$ cat config.mk
export PLATFORM = sky130hd
export DESIGN_NAME = cache_ctrl_flat
export DESIGN_NICKNAME = d
export VERILOG_FILES = /design/src/cache_pkg.sv /design/src/mem_if.sv /design/src/cache_ctrl.sv /design/src/flat_wrapper.sv
export VERILOG_INCLUDE_DIRS = /design/src /design/src/src
export SDC_FILE = /design/constraint.sdc
export NUM_CORES = 1
export LEC_CHECK = 0
export CORE_AREA = 3 3 340 342
export CTS_CLUSTER_SIZE = 14
export DETAILED_ROUTE_END_ITERATION = 10
export DIE_AREA = 0 0 343 345
export DONT_BUFFER_PORTS = 1
export SLEW_MARGIN = 10
export SYNTH_ARGS = -nofsm -noshare
export SYNTH_HDL_FRONTEND = slang
export SYNTH_SLANG_ARGS = --single-unit
$ cat constraint.sdc
create_clock -name clk -period 3.8 [get_ports clk]
set_input_delay 0.38 -clock clk [delete_from_list [all_inputs] [get_ports clk]]
set_output_delay 0.38 -clock clk [all_outputs]
set_load 0.03 [all_outputs]
$ cat src/cache_settings.svh
`ifndef CACHE_SETTINGS_SVH
`define CACHE_SETTINGS_SVH

// cache geometry
`define CACHE_SETS 8    // sets, indexed by addr[6:4]
`define CACHE_WAYS 2    // lru is one bit per set, so two ways only
`define LINE_WORDS 4    // 32-bit words per 16-byte line

// backing store
`define MEM_LINES 256   // line addresses wrap above this

// cycles from an accepted request until the read line comes back;
// mem_ready stays low for the same span
`define MEM_LATENCY 4

`endif

$ cat src/cache_pkg.sv
`include "cache_settings.svh"

package cache_pkg;

  typedef logic [31:0] word_t;
  typedef logic [31:0] addr_t;

  // address fields, low to high: byte in word, word in line, set, tag
  typedef logic [$clog2(`LINE_WORDS)-1:0] offset_t;
  typedef logic [$clog2(`CACHE_SETS)-1:0] index_t;
  typedef logic [$bits(addr_t)-$bits(index_t)-$bits(offset_t)-3:0] tag_t;

  typedef logic [`LINE_WORDS*$bits(word_t)-1:0] line_t;  // word 0 in low bits

  typedef logic [$bits(tag_t)+$bits(index_t)-1:0] line_addr_t;  // {tag, index}

  typedef logic [$clog2(`CACHE_WAYS)-1:0] way_t;

  typedef enum logic [2:0] {
    st_idle,
    st_lookup,
    st_writeback,
    st_fill,
    st_update
  } cache_state_t;

endpackage

$ cat src/mem_if.sv
interface mem_if;
  import cache_pkg::*;

  logic       req_valid;
  logic       req_write;   // 1 = line write-back, 0 = line fetch
  line_addr_t req_line;
  line_t      req_data;

  logic       mem_ready;   // low while a request is in flight
  logic       resp_valid;  // one-cycle pulse for a fetch
  line_t      resp_data;

  modport ctrl (
    output req_valid, req_write, req_line, req_data,
    input  mem_ready, resp_valid, resp_data
  );

  modport mem (
    input  req_valid, req_write, req_line, req_data,
    output mem_ready, resp_valid, resp_data
  );

endinterface

$ cat src/cache_ctrl.sv
module cache_ctrl (
  input  logic                clk,
  input  logic                reset,
  // processor side
  input  logic                in_valid,
  input  cache_pkg::addr_t    addr,
  input  logic                write,
  input  cache_pkg::word_t    wdata,
  output logic                ready,
  output logic                out_valid,
  output cache_pkg::word_t    rdata,
  output logic                hit,
  // memory side
  mem_if.ctrl                 mem,
  // arrays
  output cache_pkg::index_t   lookup_index,
  output cache_pkg::tag_t     lookup_tag,
  input  cache_pkg::way_t     hit_way,
  input  logic                lookup_hit,
  input  cache_pkg::way_t     victim_way,
  input  logic                victim_dirty,
  input  cache_pkg::tag_t     victim_tag,
  input  cache_pkg::line_t    hit_line,
  input  cache_pkg::line_t    victim_line,
  output logic                fill_en,
  output cache_pkg::way_t     fill_way,
  output cache_pkg::line_t    fill_line,
  output logic                word_wr_en,
  output cache_pkg::way_t     word_way,
  output cache_pkg::offset_t  word_offset,
  output cache_pkg::word_t    word_data,
  output logic                touch_en,
  output cache_pkg::way_t     touch_way
);
  import cache_pkg::*;

  localparam int OFF_LSB = 2;  // skip byte-in-word bits
  localparam int IDX_LSB = OFF_LSB + $bits(offset_t);

  cache_state_t state, next_state;

  addr_t addr_q;     // accepted request
  logic  write_q;
  word_t wdata_q;
  way_t  way_q;      // victim chosen at lookup, reused by fill and update
  logic  req_sent;   // fetch already accepted by memory
  word_t hit_word;

  assign lookup_index = addr_q[IDX_LSB +: $bits(index_t)];
  assign lookup_tag   = addr_q[$bits(addr_t)-1 -: $bits(tag_t)];
  assign word_offset  = addr_q[OFF_LSB +: $bits(offset_t)];
  assign word_data    = wdata_q;
  assign fill_way     = way_q;
  assign fill_line    = mem.resp_data;
  assign hit_word     = hit_line[int'(word_offset)*$bits(word_t) +: $bits(word_t)];

  // held low through the response cycle
  assign ready = (state == st_idle) && !out_valid;

  always_comb begin
    next_state    = state;
    mem.req_valid = 1'b0;
    mem.req_write = 1'b0;
    mem.req_line  = {lookup_tag, lookup_index};
    mem.req_data  = victim_line;
    fill_en       = 1'b0;
    word_wr_en    = 1'b0;
    touch_en      = 1'b0;
    word_way      = hit_way;
    touch_way     = hit_way;
    case (state)
      st_idle: begin
        if (in_valid && ready)
          next_state = st_lookup;
      end
      st_lookup: begin
        if (lookup_hit) begin
          touch_en   = 1'b1;
          word_wr_en = write_q;  // write hit merges now
          next_state = st_idle;
        end else if (victim_dirty) begin
          next_state = st_writeback;
        end else begin
          next_state = st_fill;
        end
      end
      st_writeback: begin
        mem.req_valid = 1'b1;
        mem.req_write = 1'b1;
        mem.req_line  = {victim_tag, lookup_index};  // victim's own line address
        if (mem.mem_ready)
          next_state = st_fill;
      end
      st_fill: begin
        mem.req_valid = !req_sent;
        if (mem.resp_valid) begin
          fill_en    = 1'b1;
          next_state = st_update;
        end
      end
      st_update: begin
        // line is in place now, finish like a hit on way_q
        word_wr_en = write_q;
        word_way   = way_q;
        touch_en   = 1'b1;
        touch_way  = way_q;
        next_state = st_idle;
      end
      default: next_state = st_idle;
    endcase
  end

  always_ff @(posedge clk) begin
    if (reset) begin
      state     <= st_idle;
      out_valid <= 1'b0;
      hit       <= 1'b0;
      req_sent  <= 1'b0;
    end else begin
      state     <= next_state;
      out_valid <= 1'b0;  // single-cycle pulse
      if (state == st_lookup && lookup_hit) begin
        out_valid <= 1'b1;
        hit       <= 1'b1;
      end else if (state == st_update) begin
        out_valid <= 1'b1;
        hit       <= 1'b0;
      end
      if (state != st_fill)
        req_sent <= 1'b0;
      else if (mem.req_valid && mem.mem_ready)
        req_sent <= 1'b1;
    end
  end

  always_ff @(posedge clk) begin
    if (in_valid && ready) begin
      addr_q  <= addr;
      write_q <= write;
      wdata_q <= wdata;
    end
    if (state == st_lookup && !lookup_hit)
      way_q <= victim_way;
    if ((state == st_lookup && lookup_hit) || state == st_update)
      rdata <= write_q ? wdata_q : hit_word;  // writes echo the new word
  end

  a_no_req_idle: assert property (@(posedge clk) disable iff (reset)
    state == st_idle |-> !mem.req_valid);

  a_ready_idle_only: assert property (@(posedge clk) disable iff (reset)
    state != st_idle |-> !ready);

endmodule

$ cat src/flat_wrapper.sv
// flat-port wrapper written by rule: the top's interface ports become plain ports
module cache_ctrl_flat import cache_pkg::*;
  (clk, reset, in_valid, addr, write, wdata, ready, out_valid, rdata, hit, lookup_index, lookup_tag, hit_way, lookup_hit, victim_way, victim_dirty, victim_tag, hit_line, victim_line, fill_en, fill_way, fill_line, word_wr_en, word_way, word_offset, word_data, touch_en, touch_way, mem_req_valid, mem_req_write, mem_req_line, mem_req_data, mem_mem_ready, mem_resp_valid, mem_resp_data);
  mem_if mem_i ();
  input  logic clk;
  input  logic reset;
  input  logic in_valid;
  input  cache_pkg::addr_t addr;
  input  logic write;
  input  cache_pkg::word_t wdata;
  output logic ready;
  output logic out_valid;
  output cache_pkg::word_t rdata;
  output logic hit;
  output cache_pkg::index_t lookup_index;
  output cache_pkg::tag_t lookup_tag;
  input  cache_pkg::way_t hit_way;
  input  logic lookup_hit;
  input  cache_pkg::way_t victim_way;
  input  logic victim_dirty;
  input  cache_pkg::tag_t victim_tag;
  input  cache_pkg::line_t hit_line;
  input  cache_pkg::line_t victim_line;
  output logic fill_en;
  output cache_pkg::way_t fill_way;
  output cache_pkg::line_t fill_line;
  output logic word_wr_en;
  output cache_pkg::way_t word_way;
  output cache_pkg::offset_t word_offset;
  output cache_pkg::word_t word_data;
  output logic touch_en;
  output cache_pkg::way_t touch_way;
  output wire logic [$bits(mem_i.req_valid)-1:0] mem_req_valid;
  output wire logic [$bits(mem_i.req_write)-1:0] mem_req_write;
  output wire logic [$bits(mem_i.req_line)-1:0] mem_req_line;
  output wire logic [$bits(mem_i.req_data)-1:0] mem_req_data;
  input wire logic [$bits(mem_i.mem_ready)-1:0] mem_mem_ready;
  input wire logic [$bits(mem_i.resp_valid)-1:0] mem_resp_valid;
  input wire logic [$bits(mem_i.resp_data)-1:0] mem_resp_data;
  assign mem_req_valid = mem_i.req_valid;
  assign mem_req_write = mem_i.req_write;
  assign mem_req_line = mem_i.req_line;
  assign mem_req_data = mem_i.req_data;
  assign mem_i.mem_ready = mem_mem_ready;
  assign mem_i.resp_valid = mem_resp_valid;
  assign mem_i.resp_data = mem_resp_data;
  cache_ctrl u_core (.clk(clk), .reset(reset), .in_valid(in_valid), .addr(addr), .write(write), .wdata(wdata), .ready(ready), .out_valid(out_valid), .rdata(rdata), .hit(hit), .mem(mem_i), .lookup_index(lookup_index), .lookup_tag(lookup_tag), .hit_way(hit_way), .lookup_hit(lookup_hit), .victim_way(victim_way), .victim_dirty(victim_dirty), .victim_tag(victim_tag), .hit_line(hit_line), .victim_line(victim_line), .fill_en(fill_en), .fill_way(fill_way), .fill_line(fill_line), .word_wr_en(word_wr_en), .word_way(word_way), .word_offset(word_offset), .word_data(word_data), .touch_en(touch_en), .touch_way(touch_way));
endmodule
==> summary.md, run 1 <==
| Metric | Value |
|---|---|
| Clock Power Share | `34.4%` |
| Die height | `345 um` |
| Rows | `123` |
| Post-synth top area cell | `edfxtp_1` |
| Share of cells above drive strength 1 | `25.3%` |
| Final WS setup | `~1.1 ns` |
| NetSw | `1.20 mW` |
| Comb pwr share | `between 10% and 20%` |
| Post-CTS setup repair buffer count | `0` |
| Max-slew headroom | `39.1%` |
| Global-route wire length before repair | `51300 um` |
| Total power | `3.27 mW` |
| Critical path startpoint category | `flip-flop` |
| Total Routing Usage GR | `7.12%` |
| Final Max Slew Viols | `0` |
| Post-synth top area share | `roughly 40%` |
| Mean Syn Cell Area | `11.6 um2` |
| Setup TNS | `0 ns` |
| DRT antenna net count | `0` |
| Setup violations, final | `0` |
| CP endpoint kind | `output port` |
| Sw Ratio | `36.6%` |
| Number of synthesized register bits | `102` |
| EDFF count, synth | `96` |
| Status | `complete, no violations` |
| Area Growth Syn to Fin | `5.25%` |
| Placed insts | `1837` |
| Top delay family on crit path | `flip-flops` |
| Vias | `3743` |
| Die area | `118000 um2` |
| VDD IR max | `approximately 200 uV` |
| Final WL | `around 44000 um` |
| Crit path DAT | `2.32 ns` |
| Asr flop ratio synth | `0%` |
| H-Tree Depth | `3` |
| Fmax | `0.370 GHz` |
| Final weighted congestion in routability-driven placement | `0.829` |
| Root Driver | `clkbuf_16` |
| Ys flop type | `edfxtp_1` |
| Area contributors post-synth | `edfxtp_1 (41%), buf_4 (28%), a211oi_2 (5.3%)` |
| Hold WC Path Type | `primary input to flip-flop` |
| Seq pwr share | `49.8%` |
| Pin count of the biggest net entering global routing | `53` |
| Worst-path clk slew | `0.09 ns` |
| Num CTS Buffers | `9` |
| Remaining Overflow, GRT | `0` |
| Netlist cell types | `36` |
| Drt initial violations | `roughly 140` |
| CORE AREA | `113000 um2` |
| Synth Net Count | `~1100` |
| DP HPWL | `38800 um` |
| Port Buffers | `0` |
| DP Worst Slack | `1.00 ns` |
| FF+latch area | `~3000 um2` |
| Initial Util | `6.30%` |
| Final Util | `6.63%` |
| Per-cell routed wire length | `23.3 um` |
| Fin crit share | `a little under three quarters` |
| Vias in the first global route | `4019` |
| RSZ-0062 raised after global routing | `false` |
| First-pass iteration count of the detailed router | `6` |
| # Max-Cap Violations | `0` |
| Synth Cell Area | `around 7100 um2` |
| Critical path class | `flip-flop to output port` |
| Via density per instance | `1.99` |
| Crit path time final | `2.70 ns` |
| Post-synthesis sequential area ratio | `42.3%` |
| Warnings from Yosys | `0` |
| Leak | `2.03 nW` |
| Worst-path maximum fanout | `26` |
| CTS Sinks | `102` |
| FILL cells | `13200` |
| CTS tree | `built` |
| Initial antenna violation count | `24` |
| Critical Path Slowest Stage Cell | `dfxtp_1` |
| Worst Skew | `between 0.02 and 0.03 ns` |
| Critical path's largest stage delay | `0.71 ns` |
| CTS max path bufs | `2` |
| Die Width | `343 um` |
| I/O pin total | `872` |
| Worst path bufs/invs | `0` |
| Worst-Margin Slew | `0.917 ns` |
| Synth Instances | `611` |
| Residual DRC count | `0` |
| Clk Latency, worst-skew pair | `0.41 ns` |
| Finished Layout Cells | `1877` |
| Pwr dens | `between 400 and 500 nW/um2` |
| Final Hold Vio Count | `0` |
| Int Pwr | `roughly 2.1 mW` |
| Net count, final | `850` |
| Crit path required time | `3.42 ns` |
| Multi-input gate area | `1830 um2` |
| CP cell instances | `nand2b_4, nor2_8, mux2_2` |
## cells in the mapped netlist, drive strengths merged (3+ instances only)
cell / count
inv: 33
clkbuf: 7
a21oi: 3
nor2: 6
nand2: 4
buf: 280
mux2: 26
edfxtp: 96
dfxtp: 6
nor2b: 34
a211oi: 32
and2: 3
mux2i: 32
a221oi: 33
## power by group through the flow
stage / sequential, mW / combinational, mW / clock, mW
after floorplan: 1.59 / 0.912 / 0
after global placement: 1.66 / 0.512 / 0
after detailed placement: 1.66 / 0.518 / 0
after CTS: 1.64 / 0.535 / 1.21
after global routing: 1.65 / 0.565 / 1.22
final: 1.63 / 0.516 / 1.13
## logic make-up (layout without fill, tap and decap cells)
kind of cell | count (synthesis) | count (layout) | share of synthesized area (%)
AOI/OAI and AO/OA | 73 | 73 | 10.6
buffers and inverters | 320 | 81 | 32.3
DFF | 102 | 102 | 42.3
muxes | 58 | 58 | 9.64
other | 0 | 5 | 0
and+or+nand+nor | 58 | 58 | 5.13
## registers in the layout, indices dropped and copies added, names as in the netlist
| name | flops |
|---|---|
| u_core.word_data | 32 |
| u_core.state | 3 |
| u_core.rdata | 32 |
| u_core.fill_way | 1 |
| u_core.hit | 1 |
| u_core.addr_q | 30 |
| u_core.req_sent | 1 |
| u_core.write_q | 1 |
| u_core.out_valid | 1 |
## final cells by class
cell class	instances	share of cell area, %
Inverter	33	1.66
Multi-Input combinational cell	189	24.5
Tap cell	1500	25.1
Clock buffer	10	3.06
Clock inverter	6	1.16
Antenna cell	5	0.167
Timing Repair Buffer	32	4.19
Sequential cell	102	40.2
## cells in the final DEF, fill, tap and decap left out, types with 2 or more instances in the layout
master,instances
a221oi_2,3
and2_1,2
inv_1,33
nor2_1,5
buf_12,2
a211oi_2,30
nand2_1,4
nor2b_1,33
clkbuf_16,9
dfxtp_1,6
mux2_2,7
mux2_4,19
buf_4,11
nor3_1,2
edfxtp_1,96
mux2i_1,32
dlygate4sd3_1,19
a21oi_1,2
inv_8,2
a221oi_1,30
diode_2,5
a211oi_1,2
## worst reg2reg max path, stage by stage, from the launching register on
cell and delay (ns):
edfxtp_1 0.77, buf_4 0.43, mux2i_1 0.70, a221oi_1 0.16
## path summary, 6_finish.rpt
kind	start	to	slack, ns	cells past startpoint
worst max-delay path	u_core.state[1]	mem_req_line[3]	1.10	3
worst min-delay path	addr[10]	u_core.addr_q[10]	0.06	0
worst max register to register	u_core.addr_q[3]	u_core.rdata[2]	1.47	3
worst min register to register	u_core.req_sent	u_core.req_sent	0.51	2
## metrics by stage
step	hold slack, ns	cell area [um2]
after floorplan	0.452	7100
after global placement	0.453	6950
after detailed placement	0.454	6950
after CTS	0.00398	7460
after global routing	0.0167	7470
final	0.0622	7470
## layer usage
layer  GRT usage, %  vias up  wire [um]
li1               -     1379          -
met1           7.31     1639      15500
met2           10.3      592      18100
met3           5.90      127       8050
met4           3.39        6       2050
met5              0        -         45
## timing repair
| action | CTS | global route |
|---|---|---|
| endpoints found under the hold margin | 23 | 0 |
| hold buffers | 19 | 0 |
| gates resized for setup | 0 | 0 |
(Power assumes the default switching activity.)
==> run 2, diff against run 1 <==
Clock period 3.8 ns to 2.4 ns, I/O delays scaled along.
==> run 2 against run 1 <==
Die area did not move. Register-to-register slack worse by 0.89 ns. Clock skew up 0.015 ns. Count of clock-buffer cells in the layout fell by 1. Sequential power increased by 58%.
==> summary.md, run 2 (same netlist as run 1, synthesis figures left out) <==
| Metric | Value |
|---|---|
| Root Driver | `clkbuf_16` |
| Final Util | `7.21% (+0.58 points)` |
| CTS max path bufs | `2 (unchanged)` |
| Setup violations, final | `0 (unchanged)` |
| Most frequent cells in the layout | `edfxtp_1 (96), dlygate4sd3_1 (67), inv_1 (33), nor2b_1 (33), mux2i_1 (32)` |
| I/O pin total | `872 (unchanged)` |
| Critical path startpoint category | `flip-flop` |
| Vias in the first global route | `4497 (+12%)` |
| Worst-path maximum fanout | `26 (unchanged)` |
| Fin crit share | `90.0%` |
| Max-slew headroom | `49.4% (+10 points)` |
| Clk Latency, worst-skew pair | `0.45 ns (+0.04 ns)` |
| Port Buffers | `0 (unchanged)` |
| Final Hold Vio Count | `0 (unchanged)` |
| Pwr dens | `669 nW/um2 (+53%)` |
| Per-cell routed wire length | `21.9 um (-6.3%)` |
| # Max-Cap Violations | `0 (unchanged)` |
| VDD IR max | `454 uV (+130%)` |
| Status | `complete, no violations` |
| Critical path class | `flip-flop to output port` |
| Global-route wire length before repair | `50800 um (-0.91%)` |
| Net count, final | `910 (+7.1%)` |
| Capture point of the worst reg-to-reg path | `u_core.rdata[26]` |
| FF+latch area | `3000 um2 (about the same)` |
| Vias | `4034 (+7.8%)` |
| FILL cells | `13100 (-0.63%)` |
| Worst Reg-to-Reg Cells | `3 (unchanged)` |
| Die area | `118000 um2 (unchanged)` |
| Hold_sp | `mem_resp_valid` |
| Final weighted congestion in routability-driven placement | `0.751 (-9.4%)` |
| CORE AREA | `113000 um2 (unchanged)` |
| DP HPWL | `36000 um (-7.3%)` |
| Commonest non-fill, non-tap cell in the layout | `edfxtp_1` |
| Worst r2r src | `u_core.write_q` |
| Initial antenna violation count | `20 (-17%)` |
| Worst-path clk slew | `0.07 ns (-0.02 ns)` |
| Die Width | `343 um (unchanged)` |
| Pin count of the biggest net entering global routing | `64 (+21%)` |
| Final Max Slew Viols | `0 (unchanged)` |
| Num CTS Buffers | `9 (unchanged)` |
| Worst-Margin Slew | `0.760 ns (-0.157 ns)` |
| Residual DRC count | `0 (unchanged)` |
| Drt initial violations | `177 (+26%)` |
| Area Growth Syn to Fin | `14.4%` |
| First-pass iteration count of the detailed router | `4 (-2)` |
| Worst R2R Setup Slack | `0.58 ns (-0.89 ns)` |
| Leak | `2.32 nW (+14%)` |
| CTS tree | `built` |
| Setup TNS | `0 ns (unchanged)` |
| H-Tree Depth | `3 (unchanged)` |
| CTS Sinks | `102 (unchanged)` |
| Multi-input gate area | `1830 um2 (+0.14%)` |
| Rows | `123 (unchanged)` |
| Final WL | `42600 um (-2.9%)` |
| Worst Skew | `0.0421 ns (+0.0151 ns)` |
| Worst hold endpoint | `u_core.state[1]` |
| Crit path DAT | `1.92 ns (-0.40 ns)` |
| Total Routing Usage GR | `6.97% (-0.15 points)` |
| Crit path required time | `2.16 ns (-1.26 ns)` |
| Initial Util | `6.30% (unchanged)` |
| Via density per instance | `2.07 (+4.0%)` |
| RSZ-0062 raised after global routing | `false` |
| WHS Path Cells | `3 (+3)` |
| Die height | `345 um (unchanged)` |
| Hold WC Path Type | `primary input to flip-flop` |
| DRT antenna net count | `0 (unchanged)` |
| Post-CTS setup repair buffer count | `0 (unchanged)` |
| Crit path time final | `2.16 ns` |
| Share of cells above drive strength 1 | `25.0% (-0.27 points)` |
| CP startpoint | `u_core.state[2]` |
| Remaining Overflow, GRT | `0 (unchanged)` |
| CP endpoint kind | `output port` |
| Fmax | `0.463 GHz` |
run 2: cell type report:
| type | count | share of cell area [%] |
|---|---|---|
| Clock buffer | 9 | 2.77 |
| Timing Repair Buffer | 92 | 11.3 |
| Antenna cell | 13 | 0.401 |
| Sequential cell | 102 | 37.0 |
| Clock inverter | 7 | 1.31 |
| Multi-Input combinational cell | 189 | 22.5 |
| Inverter | 33 | 1.53 |
| Tap cell | 1500 | 23.1 |
run 2: what timing repair did:
item | 4_1_cts | 5_1_grt
hold buffers | 67 | 0
gates resized for setup | 0 | 1
setup endpoints to repair | 0 | 2
hold endpoints to repair | 70 | 0
run 2: metrics by stage:
stage | std cells | hold WS (ns) | total power, mW | instance area (um2) | worst slack, ns
detailed placement | 1849 | 0.316 | 3.56 | 7080 | 0.494
global placement | 1849 | 0.313 | 3.54 | 7080 | 0.522
finish | 1945 | 0.101 | 5.43 | 8120 | 0.239
floorplan | 611 | 0.312 | 3.96 | 7110 | 0.0347
global route | 1935 | 0.0694 | 5.72 | 8090 | 0.0813
CTS | 1932 | 0.0297 | 5.66 | 8090 | 0.0655
run 2: worst max-delay path by stage:
stage                       endpoint  slack, ns  cells past startpoint
global placement    u_core.rdata[17]       0.52                      3
floorplan                 word_wr_en       0.03                      3
detailed placement  u_core.rdata[12]       0.49                      4
global route              word_wr_en       0.08                      3
finish               mem_req_line[3]       0.24                      4
CTS                         word_way       0.07                      4
run 2: layer usage:
metal  wire length, um  track usage (%)  part of all wire, %
met5                83            0.327                 0.20
met4              2040             3.73                  4.8
met3              7540             5.66                   18
met2             18100             10.0                   42
met1             14800             7.04                   35
run 2: critical path: stages, from the launching register on:
cell and delay [ns]:
dfxtp_1 0.40, nand2b_4 0.21, nor2_8 0.09, buf_12 0.22
mux2_2 0.50
run 2: power breakdown:
part           total [mW]  internal (mW)  switching, mW
Sequential           2.57           2.15          0.419
Combinational       0.996          0.374          0.622
Clock                1.86          0.934          0.929
Total                5.43           3.46           1.97
==> run 3, diff against run 2 <==
Settings changed: RECOVER_POWER set to 100.
==> run 3 against run 2 <==
Sequential share of layout area increased by 1.1 points. Critical path depth unchanged. Wire length down 0.26%. Setup slack got worse by 0.048 ns. Global-route usage unchanged. Highest routed layer unchanged. Non-clock buffer count unchanged. Flip-flop and latch count unchanged. Critical path type unchanged. First-iteration DRC count increased by 6.2%. Total power fell by 1.7%. Sequential power is essentially flat. Maximum frequency fell by 2.2%. Utilization down 0.21 points.
==> summary.md, run 3 (same netlist as run 1, synthesis figures left out) <==
| Metric | Value |
|---|---|
| Worst r2r src | `u_core.write_q` |
| Worst-path clk slew | `0.08 ns (about the same)` |
| H-Tree Depth | `3 (unchanged)` |
| Fin crit share | `92.0% (+2.0 points)` |
| DRT antenna net count | `0 (unchanged)` |
| CP cell instances | `clkbuf_2, nor2_1, nand2_1, mux2_1` |
| RSZ-0062 raised after global routing | `false` |
| Hold WC Path Type | `primary input to flip-flop` |
| Share of cells above drive strength 1 | `13.4% (-12 points)` |
| Vias in the first global route | `4497 (unchanged)` |
| CTS tree | `built` |
| Pwr dens | `677 nW/um2 (+1.2%)` |
| Worst-path maximum fanout | `10 (-62%)` |
| Critical path's largest stage delay | `0.60 ns (+0.10 ns)` |
| Critical path class | `flip-flop to output port` |
| Drt initial violations | `188 (+6.2%)` |
| Commonest non-fill, non-tap cell in the layout | `edfxtp_1` |
| Setup violations, final | `0 (unchanged)` |
| Die Width | `343 um (unchanged)` |
| Rows | `123 (unchanged)` |
| Crit path DAT | `1.97 ns (+0.05 ns)` |
| Setup TNS | `0 ns (unchanged)` |
| Final Max Slew Viols | `0 (unchanged)` |
| DP HPWL | `36000 um (unchanged)` |
| CTS Sinks | `102 (unchanged)` |
| CP endpoint kind | `output port` |
| Net count, final | `910 (unchanged)` |
| Port Buffers | `0 (unchanged)` |
| Remaining Overflow, GRT | `0 (unchanged)` |
| Post-CTS setup repair buffer count | `0 (unchanged)` |
| VDD IR max | `452 uV (-0.36%)` |
| Total Routing Usage GR | `6.97% (unchanged)` |
| Num CTS Buffers | `9 (unchanged)` |
| Per-cell routed wire length | `21.8 um (-0.26%)` |
| First-pass iteration count of the detailed router | `4 (unchanged)` |
| CORE AREA | `113000 um2 (unchanged)` |
| Max-slew headroom | `31.4% (-18 points)` |
| Residual DRC count | `0 (unchanged)` |
| I/O pin total | `872 (unchanged)` |
| CP startpoint | `u_core.state[1]` |
| Worst Skew | `0.0424 ns (+0.000228 ns)` |
| Final WL | `42500 um (-0.26%)` |
| Die area | `118000 um2 (unchanged)` |
| Global-route wire length before repair | `50800 um (unchanged)` |
| Fmax | `0.453 GHz (-2.2%)` |
| Pin count of the biggest net entering global routing | `64 (unchanged)` |
| Via density per instance | `2.08 (about the same)` |
| Critical Path Slowest Stage Cell | `mux2_1` |
| Critical path startpoint category | `flip-flop` |
| Initial antenna violation count | `25 (+25%)` |
| Leak | `2.20 nW (-5.3%)` |
| Worst-Margin Slew | `1.03 ns (+0.270 ns)` |
| Die height | `345 um (unchanged)` |
| Clk Latency, worst-skew pair | `0.45 ns (about the same)` |
| Initial Util | `6.30% (unchanged)` |
| Hold_sp | `mem_resp_valid` |
| Crit path time final | `2.21 ns (+0.0481 ns)` |
| Status | `complete, no violations` |
| CTS max path bufs | `2 (unchanged)` |
| Vias | `4038 (+0.099%)` |
| Area Growth Syn to Fin | `11.1%` |
| Most frequent cells in the layout | `edfxtp_1 (96), dlygate4sd3_1 (67), inv_1 (33), nor2b_1 (33), a221oi_1 (33)` |
| Final Hold Vio Count | `0 (unchanged)` |
| # Max-Cap Violations | `0 (unchanged)` |
| DP Worst Slack | `0.494 ns (unchanged)` |
| Crit path required time | `2.16 ns (about the same)` |
| Final weighted congestion in routability-driven placement | `0.751 (unchanged)` |
| Root Driver | `clkbuf_16` |
| Final WS setup | `0.191 ns (-0.0481 ns)` |
-- run 3: changes by cell type in the layout (fill, tap and decap cells not counted), sizes merged --
cell and delta:
buf -14, clkbuf +14
-- run 3: layer usage --
metal  GRT usage [%]  up-vias  wire length (um)  share of wire [%]
met3            5.66      114              7630                 18
met5           0.327        -                83               0.20
li1                -     1517                 -                  -
met2            10.0      587             17800                 42
met1            7.04     1814             14700                 35
met4            3.73        6              2230                5.2
-- run 3: report_power, final --
| part | internal [mW] | total, mW | leakage [nW] | switching (mW) |
|---|---|---|---|---|
| Combinational | 0.303 | 0.908 | 1.08 | 0.605 |
| Clock | 0.934 | 1.87 | 0.165 | 0.932 |
| Sequential | 2.15 | 2.56 | 0.948 | 0.409 |
| Total | 3.39 | 5.34 | 2.20 | 1.95 |
-- run 3: final cells by class --
cell class | count | area, um2
clock buffer | 9 | 225
sequential | 102 | 3000
antenna | 13 | 32.5
inverter | 33 | 124
multi-input combinational | 189 | 1660
fill | 13100 | 105000
tap | 1500 | 1880
clock inverter | 7 | 106
timing repair buffer | 92 | 856
-- run 3: what timing repair did --
action,in CTS,in global routing
hold endpoints to repair,70,0
hold buffers,67,0
gates resized for setup,0,1
endpoints found under the setup margin,0,2
-- run 3: final timing paths --
check,end,slack [ns],cells past startpoint
max,word_way,0.19,4
max reg2reg,u_core.rdata[5],0.27,3
min reg2reg,u_core.req_sent,0.52,2
min,u_core.state[1],0.1,3
-- run 3: per-stage QoR --
stage / hold WS (ns) / instances / power [mW] / util, % / area, um2
6_report: 0.0971 / 1945 / 5.34 / 7.00 / 7880
5_1_grt: 0.0727 / 1935 / 5.63 / 6.97 / 7860
4_1_cts: 0.0297 / 1932 / 5.66 / 7.18 / 8090
3_5_place_dp: 0.316 / 1849 / 3.56 / 6.29 / 7080
3_3_place_gp: 0.313 / 1849 / 3.54 / 6.29 / 7080
2_1_floorplan: 0.312 / 611 / 3.96 / - / 7110
-- run 3: critical path, delay by kind of cell (launching register included) --
kind,cells,cell delay (ns)
buf+inv,1,0.22
flops,1,0.45
mux,1,0.60
simple gates,2,0.28
